### config.mk
export PLATFORM = sky130hd
export DESIGN_NAME = management_subsystem
export DESIGN_NICKNAME = d
export VERILOG_FILES = /design/src/mgmt_pkg.sv /design/src/mgmt_apb_decoder.sv /design/src/fan_tachometer.sv /design/src/apb_sysinfo.sv /design/src/apb_led_status.sv /design/src/apb_irq_status.sv /design/src/management_subsystem.sv
export SDC_FILE = /design/constraint.sdc
export NUM_CORES = 1
export LEC_CHECK = 0
export BUFFER_PORTS_ARGS = -buffer_cell sky130_fd_sc_hd__buf_2
export CAP_MARGIN = 0
export CORE_UTILIZATION = 62
export DETAILED_ROUTE_END_ITERATION = 8
export PLACE_DENSITY = 0.86
export SLEW_MARGIN = 0
export SYNTH_ARGS = -nofsm -noshare
export SYNTH_HDL_FRONTEND = slang
export SYNTH_SLANG_ARGS = --single-unit
### constraint.sdc
create_clock -name sys_clk -period 7.9 [get_ports sys_clk]
set_input_delay 1.185 -clock sys_clk [delete_from_list [all_inputs] [get_ports sys_clk]]
set_output_delay 1.185 -clock sys_clk [all_outputs]
set_load 0.02 [all_outputs]
### src/mgmt_pkg.sv
package mgmt_pkg;

	////////////////////////////////////////////////////////////
	// Bus widths

	localparam ADDR_WIDTH			= 16;
	localparam DATA_WIDTH			= 16;
	localparam SMOL_OFFSET_WIDTH	= 10;
	localparam BIG_OFFSET_WIDTH		= 12;

	////////////////////////////////////////////////////////////
	// Address map

	// One byte address, read as a 1 kB window or a 4 kB window
	typedef union packed {
		struct packed {
			logic							region;
			logic [4:0]						dev;
			logic [SMOL_OFFSET_WIDTH-1:0]	offset;
		} smol;
		struct packed {
			logic							region;
			logic [2:0]						dev;
			logic [BIG_OFFSET_WIDTH-1:0]	offset;
		} big;
	} mgmt_addr_t;

	// Slots in the small window
	localparam logic [4:0] SMOL_SYSINFO	= 5'd0;
	localparam logic [4:0] SMOL_LEDS	= 5'd1;
	localparam logic [4:0] SMOL_IRQ		= 5'd2;

	// Slots in the big window
	localparam logic [2:0] BIG_EXT		= 3'd0;

	// Device select indices, internal blocks sit below the external port
	localparam NUM_DEVS		= 4;
	localparam DEV_SYSINFO	= 0;
	localparam DEV_LEDS		= 1;
	localparam DEV_IRQ		= 2;
	localparam DEV_EXT		= 3;
	localparam NUM_INT_DEVS	= NUM_DEVS - 1;

	////////////////////////////////////////////////////////////
	// Register offsets

	localparam logic [SMOL_OFFSET_WIDTH-1:0] REG_SYS_ID		= 10'h000;
	localparam logic [SMOL_OFFSET_WIDTH-1:0] REG_FAN0		= 10'h002;
	localparam logic [SMOL_OFFSET_WIDTH-1:0] REG_FAN1		= 10'h004;
	localparam logic [SMOL_OFFSET_WIDTH-1:0] REG_LED_IN		= 10'h000;
	localparam logic [SMOL_OFFSET_WIDTH-1:0] REG_LED_OUT	= 10'h002;
	localparam logic [SMOL_OFFSET_WIDTH-1:0] REG_IRQ_STATUS	= 10'h000;
	localparam logic [SMOL_OFFSET_WIDTH-1:0] REG_IRQ_ENABLE	= 10'h002;

	// Board identification word
	localparam logic [DATA_WIDTH-1:0] SYSINFO_ID = 16'h7c0e;

endpackage

### src/mgmt_apb_decoder.sv
module mgmt_apb_decoder
	import mgmt_pkg::*;
(
	// Clock and reset only feed the bound checks
	input wire								sys_clk,
	input wire								rst,

	// Upstream requester
	input wire								psel,
	input wire								penable,
	input wire								pwrite,
	input wire [ADDR_WIDTH-1:0]				paddr,
	input wire [DATA_WIDTH-1:0]				pwdata,
	output logic [DATA_WIDTH-1:0]			prdata,
	output logic							pready,
	output logic							pslverr,

	// Internal devices
	output logic [NUM_DEVS-1:0]				dev_psel,
	output logic							dev_penable,
	output logic							dev_pwrite,
	output logic [SMOL_OFFSET_WIDTH-1:0]	dev_paddr,
	output logic [DATA_WIDTH-1:0]			dev_pwdata,
	input wire [NUM_INT_DEVS-1:0][DATA_WIDTH-1:0]	dev_prdata,
	input wire [NUM_INT_DEVS-1:0]			dev_pready,
	input wire [NUM_INT_DEVS-1:0]			dev_pslverr,

	// External big-window peripheral
	output logic							ext_psel,
	output logic							ext_penable,
	output logic							ext_pwrite,
	output logic [BIG_OFFSET_WIDTH-1:0]		ext_paddr,
	output logic [DATA_WIDTH-1:0]			ext_pwdata,
	input wire [DATA_WIDTH-1:0]				ext_prdata,
	input wire								ext_pready,
	input wire								ext_pslverr
);

	mgmt_addr_t	addr;
	logic		unmapped;

	assign addr = paddr;

	////////////////////////////////////////////////////////////
	// Slot decode

	always_comb begin
		dev_psel	= '0;
		unmapped	= 1'b0;
		if(psel) begin
			// Region bit lives at the same place in both views
			if(!addr.smol.region) begin
				case(addr.smol.dev)
					SMOL_SYSINFO:	dev_psel[DEV_SYSINFO]	= 1'b1;
					SMOL_LEDS:		dev_psel[DEV_LEDS]		= 1'b1;
					SMOL_IRQ:		dev_psel[DEV_IRQ]		= 1'b1;
					default:		unmapped				= 1'b1;
				endcase
			end
			else if(addr.big.dev == BIG_EXT)
				dev_psel[DEV_EXT]	= 1'b1;
			else
				unmapped			= 1'b1;
		end
	end

	// Shared request lines
	assign dev_penable	= penable;
	assign dev_pwrite	= pwrite;
	assign dev_paddr	= addr.smol.offset;
	assign dev_pwdata	= pwdata;

	// External port sees only its own transfers
	assign ext_psel		= dev_psel[DEV_EXT];
	assign ext_penable	= penable & dev_psel[DEV_EXT];
	assign ext_pwrite	= pwrite;
	assign ext_paddr	= addr.big.offset;
	assign ext_pwdata	= pwdata;

	////////////////////////////////////////////////////////////
	// Response mux

	always_comb begin
		prdata	= '0;
		pready	= 1'b1;
		pslverr	= 1'b0;

		// External port may stretch the access cycle
		if(dev_psel[DEV_EXT]) begin
			prdata	= ext_prdata;
			pready	= ext_pready;
			pslverr	= ext_pslverr;
		end
		// Nobody home, fail right away with zero data
		else if(unmapped)
			pslverr	= 1'b1;
		else begin
			for(int i = 0; i < NUM_INT_DEVS; i++) begin
				if(dev_psel[i]) begin
					prdata	= dev_prdata[i];
					pready	= dev_pready[i];
					pslverr	= dev_pslverr[i];
				end
			end
		end
	end

endmodule

### src/fan_tachometer.sv
module fan_tachometer #(
	parameter REFCLK_HZ		= 250000000,
	parameter GATE_CYCLES	= 125000000
) (
	input wire			sys_clk,
	input wire			rst,
	input wire			tach,
	output logic [15:0]	rpm
);

	localparam GATE_W	= $clog2(GATE_CYCLES);
	localparam EDGE_W	= $clog2(GATE_CYCLES + 1);

	// RPM per counted edge, two tach pulses per revolution
	localparam longint unsigned RPM_SCALE = (64'd30 * REFCLK_HZ) / GATE_CYCLES;

	logic [1:0]			tach_sync;
	logic				tach_prev;
	logic				tach_rise;
	logic [GATE_W-1:0]	gate_count;
	logic [EDGE_W-1:0]	edge_count;

	assign tach_rise = tach_sync[1] & ~tach_prev;

	////////////////////////////////////////////////////////////
	// Input sync and gate window counting

	always_ff @(posedge sys_clk) begin
		if(rst) begin
			tach_sync	<= '0;
			tach_prev	<= 1'b0;
			gate_count	<= '0;
			edge_count	<= '0;
			rpm			<= '0;
		end
		else begin
			// Two flop synchronizer, fan tach is asynchronous
			tach_sync	<= {tach_sync[0], tach};
			tach_prev	<= tach_sync[1];

			if(gate_count == GATE_W'(GATE_CYCLES - 1)) begin
				// Window done, publish and start over
				gate_count	<= '0;
				rpm			<= 16'(edge_count * RPM_SCALE);
				edge_count	<= EDGE_W'(tach_rise);
			end
			else begin
				gate_count	<= gate_count + 1'b1;
				if(tach_rise)
					edge_count	<= edge_count + 1'b1;
			end
		end
	end

endmodule

### src/apb_sysinfo.sv
module apb_sysinfo
	import mgmt_pkg::*;
(
	input wire								sys_clk,
	input wire								rst,

	input wire								psel,
	input wire								penable,
	input wire								pwrite,
	input wire [SMOL_OFFSET_WIDTH-1:0]		paddr,
	output logic [DATA_WIDTH-1:0]			prdata,
	output logic							pready,
	output logic							pslverr,

	input wire [15:0]						fan0_rpm,
	input wire [15:0]						fan1_rpm
);

	logic [DATA_WIDTH-1:0]	fan0_reg;
	logic [DATA_WIDTH-1:0]	fan1_reg;
	logic					addr_ok;

	// Snapshot the speeds so a read never sees them mid-update
	always_ff @(posedge sys_clk) begin
		if(rst) begin
			fan0_reg	<= '0;
			fan1_reg	<= '0;
		end
		else begin
			fan0_reg	<= fan0_rpm;
			fan1_reg	<= fan1_rpm;
		end
	end

	// Register readback
	always_comb begin
		addr_ok	= 1'b1;
		case(paddr)
			REG_SYS_ID:	prdata	= SYSINFO_ID;
			REG_FAN0:	prdata	= fan0_reg;
			REG_FAN1:	prdata	= fan1_reg;
			default: begin
				prdata	= '0;
				addr_ok	= 1'b0;
			end
		endcase
	end

	// Everything here is read only
	assign pready	= 1'b1;
	assign pslverr	= psel & penable & (pwrite | ~addr_ok);

endmodule

### src/apb_led_status.sv
module apb_led_status
	import mgmt_pkg::*;
(
	input wire								sys_clk,
	input wire								rst,

	input wire								psel,
	input wire								penable,
	input wire								pwrite,
	input wire [SMOL_OFFSET_WIDTH-1:0]		paddr,
	output logic [DATA_WIDTH-1:0]			prdata,
	output logic							pready,
	output logic							pslverr,

	input wire [11:0]						trig_in_led,
	input wire [11:0]						trig_out_led,
	input wire [3:0]						relay_state
);

	logic [11:0]	in_flipped;
	logic [11:0]	out_gated;
	logic [11:0]	in_reg;
	logic [11:0]	out_reg;
	logic			addr_ok;

	////////////////////////////////////////////////////////////
	// LED shaping

	// Expander wires the input LEDs MSB first
	always_comb begin
		for(int i = 0; i < 12; i++)
			in_flipped[i]	= trig_in_led[11 - i];
	end

	// Upper four outputs are dark while their relay is switched
	assign out_gated = {trig_out_led[11:8] & ~relay_state, trig_out_led[7:0]};

	always_ff @(posedge sys_clk) begin
		if(rst) begin
			in_reg	<= '0;
			out_reg	<= '0;
		end
		else begin
			in_reg	<= in_flipped;
			out_reg	<= out_gated;
		end
	end

	// Readback, top nibble always zero
	always_comb begin
		addr_ok	= 1'b1;
		case(paddr)
			REG_LED_IN:		prdata	= {4'h0, in_reg};
			REG_LED_OUT:	prdata	= {4'h0, out_reg};
			default: begin
				prdata	= '0;
				addr_ok	= 1'b0;
			end
		endcase
	end

	assign pready	= 1'b1;
	assign pslverr	= psel & penable & (pwrite | ~addr_ok);

endmodule

### src/apb_irq_status.sv
module apb_irq_status
	import mgmt_pkg::*;
#(
	parameter IRQ_COUNT = 4
) (
	input wire								sys_clk,
	input wire								rst,

	input wire								psel,
	input wire								penable,
	input wire								pwrite,
	input wire [SMOL_OFFSET_WIDTH-1:0]		paddr,
	input wire [DATA_WIDTH-1:0]				pwdata,
	output logic [DATA_WIDTH-1:0]			prdata,
	output logic							pready,
	output logic							pslverr,

	input wire [IRQ_COUNT-1:0]				irq_events,
	output logic							irq
);

	logic [IRQ_COUNT-1:0]	status;
	logic [IRQ_COUNT-1:0]	enable;
	logic [IRQ_COUNT-1:0]	clear_mask;
	logic					access;
	logic					addr_ok;

	// Single-cycle access phase, pready never drops
	assign access	= psel & penable;
	assign pready	= 1'b1;

	always_comb begin
		addr_ok	= 1'b1;
		case(paddr)
			REG_IRQ_STATUS:	prdata	= DATA_WIDTH'(status);
			REG_IRQ_ENABLE:	prdata	= DATA_WIDTH'(enable);
			default: begin
				prdata	= '0;
				addr_ok	= 1'b0;
			end
		endcase
	end

	assign pslverr = access & ~addr_ok;

	// Bits written as one in the status register get cleared
	assign clear_mask = (access && pwrite && paddr == REG_IRQ_STATUS) ?
		pwdata[IRQ_COUNT-1:0] : '0;

	////////////////////////////////////////////////////////////
	// Sticky status and interrupt pin

	always_ff @(posedge sys_clk) begin
		if(rst) begin
			status	<= '0;
			enable	<= '0;
			irq		<= 1'b0;
		end
		else begin
			// New event beats a clear in the same cycle
			status	<= (status & ~clear_mask) | irq_events;
			if(access && pwrite && paddr == REG_IRQ_ENABLE)
				enable	<= pwdata[IRQ_COUNT-1:0];
			irq		<= |(status & enable);
		end
	end

endmodule

### src/management_subsystem.sv
module management_subsystem
	import mgmt_pkg::*;
#(
	parameter REFCLK_HZ		= 250000000,
	parameter GATE_CYCLES	= 125000000,
	parameter IRQ_COUNT		= 4
) (
	input wire								sys_clk,
	input wire								rst,

	// Host side APB
	input wire								psel,
	input wire								penable,
	input wire								pwrite,
	input wire [ADDR_WIDTH-1:0]				paddr,
	input wire [DATA_WIDTH-1:0]				pwdata,
	output logic [DATA_WIDTH-1:0]			prdata,
	output logic							pready,
	output logic							pslverr,

	// Board status inputs
	input wire [1:0]						fan_tach,
	input wire [11:0]						trig_in_led,
	input wire [11:0]						trig_out_led,
	input wire [3:0]						relay_state,
	input wire [IRQ_COUNT-1:0]				irq_events,
	output logic							irq,

	// Off-block peripheral
	output logic							ext_psel,
	output logic							ext_penable,
	output logic							ext_pwrite,
	output logic [BIG_OFFSET_WIDTH-1:0]		ext_paddr,
	output logic [DATA_WIDTH-1:0]			ext_pwdata,
	input wire [DATA_WIDTH-1:0]				ext_prdata,
	input wire								ext_pready,
	input wire								ext_pslverr
);

	wire [NUM_DEVS-1:0]						dev_psel;
	wire									dev_penable;
	wire									dev_pwrite;
	wire [SMOL_OFFSET_WIDTH-1:0]			dev_paddr;
	wire [DATA_WIDTH-1:0]					dev_pwdata;
	wire [NUM_INT_DEVS-1:0][DATA_WIDTH-1:0]	dev_prdata;
	wire [NUM_INT_DEVS-1:0]					dev_pready;
	wire [NUM_INT_DEVS-1:0]					dev_pslverr;
	wire [15:0]								fan0_rpm;
	wire [15:0]								fan1_rpm;

	////////////////////////////////////////////////////////////
	// Address decode

	mgmt_apb_decoder decoder(
		.sys_clk(sys_clk),		.rst(rst),
		.psel(psel),			.penable(penable),		.pwrite(pwrite),
		.paddr(paddr),			.pwdata(pwdata),
		.prdata(prdata),		.pready(pready),		.pslverr(pslverr),
		.dev_psel(dev_psel),	.dev_penable(dev_penable),	.dev_pwrite(dev_pwrite),
		.dev_paddr(dev_paddr),	.dev_pwdata(dev_pwdata),
		.dev_prdata(dev_prdata),	.dev_pready(dev_pready),	.dev_pslverr(dev_pslverr),
		.ext_psel(ext_psel),	.ext_penable(ext_penable),	.ext_pwrite(ext_pwrite),
		.ext_paddr(ext_paddr),	.ext_pwdata(ext_pwdata),
		.ext_prdata(ext_prdata),	.ext_pready(ext_pready),	.ext_pslverr(ext_pslverr)
	);

	////////////////////////////////////////////////////////////
	// Fan speed

	fan_tachometer #(.REFCLK_HZ(REFCLK_HZ), .GATE_CYCLES(GATE_CYCLES)) tach0(
		.sys_clk(sys_clk),	.rst(rst),	.tach(fan_tach[0]),	.rpm(fan0_rpm)
	);

	fan_tachometer #(.REFCLK_HZ(REFCLK_HZ), .GATE_CYCLES(GATE_CYCLES)) tach1(
		.sys_clk(sys_clk),	.rst(rst),	.tach(fan_tach[1]),	.rpm(fan1_rpm)
	);

	////////////////////////////////////////////////////////////
	// Register blocks in the small window

	// Slot 0, board ID and fans
	apb_sysinfo sysinfo(
		.sys_clk(sys_clk),	.rst(rst),
		.psel(dev_psel[DEV_SYSINFO]),	.penable(dev_penable),	.pwrite(dev_pwrite),
		.paddr(dev_paddr),
		.prdata(dev_prdata[DEV_SYSINFO]),	.pready(dev_pready[DEV_SYSINFO]),
		.pslverr(dev_pslverr[DEV_SYSINFO]),
		.fan0_rpm(fan0_rpm),	.fan1_rpm(fan1_rpm)
	);

	// Slot 1, front panel LEDs
	apb_led_status leds(
		.sys_clk(sys_clk),	.rst(rst),
		.psel(dev_psel[DEV_LEDS]),	.penable(dev_penable),	.pwrite(dev_pwrite),
		.paddr(dev_paddr),
		.prdata(dev_prdata[DEV_LEDS]),	.pready(dev_pready[DEV_LEDS]),
		.pslverr(dev_pslverr[DEV_LEDS]),
		.trig_in_led(trig_in_led),	.trig_out_led(trig_out_led),	.relay_state(relay_state)
	);

	// Slot 2, interrupt status
	apb_irq_status #(.IRQ_COUNT(IRQ_COUNT)) irqstat(
		.sys_clk(sys_clk),	.rst(rst),
		.psel(dev_psel[DEV_IRQ]),	.penable(dev_penable),	.pwrite(dev_pwrite),
		.paddr(dev_paddr),	.pwdata(dev_pwdata),
		.prdata(dev_prdata[DEV_IRQ]),	.pready(dev_pready[DEV_IRQ]),
		.pslverr(dev_pslverr[DEV_IRQ]),
		.irq_events(irq_events),	.irq(irq)
	);

endmodule

==> reports/metrics.yaml <==
status: "completed"
worst_pin_slew_ps: 957.0
cts_sinks: 177
grt_remaining_overflow: 0
crit_required_ps: 6710
ctsHoldBuffers: 0
cts_tree: "built"
ys_seq_area_share_pct: 36.98
ys_warn_count: 0
hp-class: "register to register"
async_flop_share_pct: 0
dieHeight_um: 126.3
cp_slowest_cell: "nor4_1"
leakage_nw: 4.625
cts_root_buffer: "clkbuf_16"
synth_cell_type_count: 56
fin_area_um2: 10710
die-area_um2: 15960
hold_violations: 0
coreArea_um2: 15150
initial_core_util_pct: 63.26
setup_viol: 0
finClkSkew_ps: 7.730
end_kind: "output pin"
chipWidth_um: 126.3
setup_tns_ps: 0
reg_top3: "tach0.gate_count: 27 flops, tach1.gate_count: 27 flops"
power_density_nw_per_um2: 180.7
drive_above_1_share_pct: 14.47
grt_pass1_wl_mm: 32.45
routed_wl_mm: 19.50
total_power_mw: 1.935
vias: 7320
peakVddDrop_uv: 157.8
ctsResizeCount: 0
ant_nets: 0
row_count: 45
wl_per_cell_um: 14.60
whs_ps: 440.4
first_pass_iters: 5
synth_cells: 1065
synth_fp_nets: 1244
relSlewSlack_pct: 36.20
drtIter0Drc: 419
max_clock_freq_ghz: 0.2337
drcViolationCount: 0
area_growth_pct: 11.79
cpMostUsedCell: "buf_2"
yosys_register_bits: 177
synth_area_per_cell_um2: 8.997
synth_edf_count: 0
clockBufferDepth: 2
critPathBufInv: 2
post_cts_buffers: 0
via_per_inst: 5.479
worstPathCellList: "buf_2 -> nor4_1 -> and3b_1 -> and2_0 -> a22oi_1 -> o21ai_0 -> buf_2"
period_share_pct: 54.17
htreeDepth: 4
place_inst: 1303
clkLatencyLatePin_ps: 440
grt_usage_pct: 25.60
synth_ff_type: "dfxtp_1"
antenna_found_initial: 1
cp.arrival_ps: 3090
cp_max_fo: 9
place.gp.congestion: 0.9044
period_needed_ps: 4279
grt_max_degree: 98
drv_cap: 0
clk_pin_slew_worst_paths_ps: 60
critPathLaunchType: "input port"
finalMaxSlewViolations: 0
nNetsFinal: 1313
synth_area_um2: 9582
cp_slowest_stage_delay_ps: 460
fin_cells: 1336
path_class: "input port to output pin"
rsz0062_at_grt: "no"
cts_inserted_buffers: 17
grt_pass1_vias: 7066
dp_hpwl_mm: 14.14
placed_area_um2: 10040
critical-path-top-delay-family: "simple AND/OR/NAND/NOR gates"
io_buffers: 114
io_pins: 139
[through the flow]
step / utilization [%] / setup WS (ps)
floorplan: - / 3788
global placement: 66.29 / 3708
detailed placement: 66.29 / 3619
CTS: 70.71 / 3619
global route: 70.72 / 3461
finish: 70.72 / 3621
[synth_stat cells (19+ instances only)]
master    instances  share of area [%]
nor2_1          122                4.8
inv_1            75                2.9
fa_1             42                8.8
buf_4            31                2.4
ha_1             48                6.3
xor2_1           47                4.3
clkbuf_1         26                1.0
a21oi_1          43                2.2
nand4_1          19                1.2
a22oi_1          20                1.6
nand3_1          31                1.6
xnor2_1          49                4.5
nor2b_1          58                3.8
o21ai_0          25                1.3
nand2_1          90                3.5
dfxtp_1         177                 37
[final timing paths]
| path | start | to | slack, ps | cells past startpoint |
|---|---|---|---|---|
| min reg2reg | tach0.rpm[11]$_SDFFE_PP0P_ | sysinfo.fan0_reg[11]$_SDFF_PP0_ | 440 | 2 |
| min | tach0.rpm[11]$_SDFFE_PP0P_ | sysinfo.fan0_reg[11]$_SDFF_PP0_ | 440 | 2 |
| max reg2reg | tach1.edge_count[3]$_SDFFE_PP0P_ | tach1.rpm[14]$_SDFFE_PP0P_ | 4300 | 11 |
| max | paddr[7] | prdata[15] | 3620 | 7 |
[report_power, final]
group | switching (mW) | internal (mW) | leakage (nW)
Combinational | 0.0512 | 0.0361 | 2.88
Sequential | 0.00782 | 0.905 | 1.44
Clock | 0.348 | 0.587 | 0.315
Total | 0.407 | 1.53 | 4.63
[cell type report]
class	count	area, um2
antenna	1	2.502
clock buffer	20	466.7
clock inverter	12	202.7
fill	1088	4434
inverter	75	281.5
multi-input combinational	744	5369
sequential	177	3543
tap	188	235.2
timing repair buffer	119	610.6
[logic make-up (layout without fill, tap and decap cells)]
| logic type | after synthesis | in the layout | synth area share, % |
|---|---|---|---|
| buf+inv | 144 | 226 | 6.986 |
| flops | 177 | 177 | 36.98 |
| xor+xnor | 96 | 96 | 8.775 |
| compound gates | 130 | 130 | 8.579 |
| fa+ha+maj | 90 | 90 | 15.04 |
| other cells | 0 | 1 | 0 |
| mux | 24 | 24 | 2.651 |
| simple gates | 404 | 404 | 20.98 |
[per-layer routing]
metal | routed length (um) | share of wire (%) | vias to the layer above | GRT usage (%)
met4 | 700 | 3.6 | 0 | 14.17
met3 | 770 | 3.9 | 56 | 4.892
met1 | 8374 | 43 | 3426 | 29.19
met5 | 0 | 0 | - | 0
li1 | - | - | 3635 | -
met2 | 9656 | 50 | 203 | 45.24
[placed cells by master (no fill, tap or decap), types with 4 or more instances in the layout]
master	synthesis	layout
a21o_1	5	5
a21oi_1	43	43
a221oi_1	4	4
a22oi_1	20	20
a31oi_1	4	4
and2_1	4	4
and3_1	17	17
and4_1	10	10
buf_2	10	113
buf_4	31	6
bufinv_16	0	5
clkbuf_16	0	17
clkinvlp_4	0	4
dfxtp_1	177	177
fa_1	42	42
ha_1	48	48
inv_1	75	75
mux2_2	11	11
mux2i_1	13	13
nand2_1	90	90
nand2b_1	10	10
nand3_1	31	31
nand4_1	19	19
nor2_1	122	122
nor2b_1	58	58
nor3_1	11	11
nor3b_1	5	5
nor4_1	6	6
o21a_1	5	5
o21ai_0	25	25
o31ai_1	7	7
or3_1	5	5
xnor2_1	49	49
xor2_1	47	47
[worst min-delay path: stages (launching register included)]
cell     delay, ps
dfxtp_1        290
inv_1           60
nor2_1          40
No activity file was read; power rests on OpenSTA's default activity.
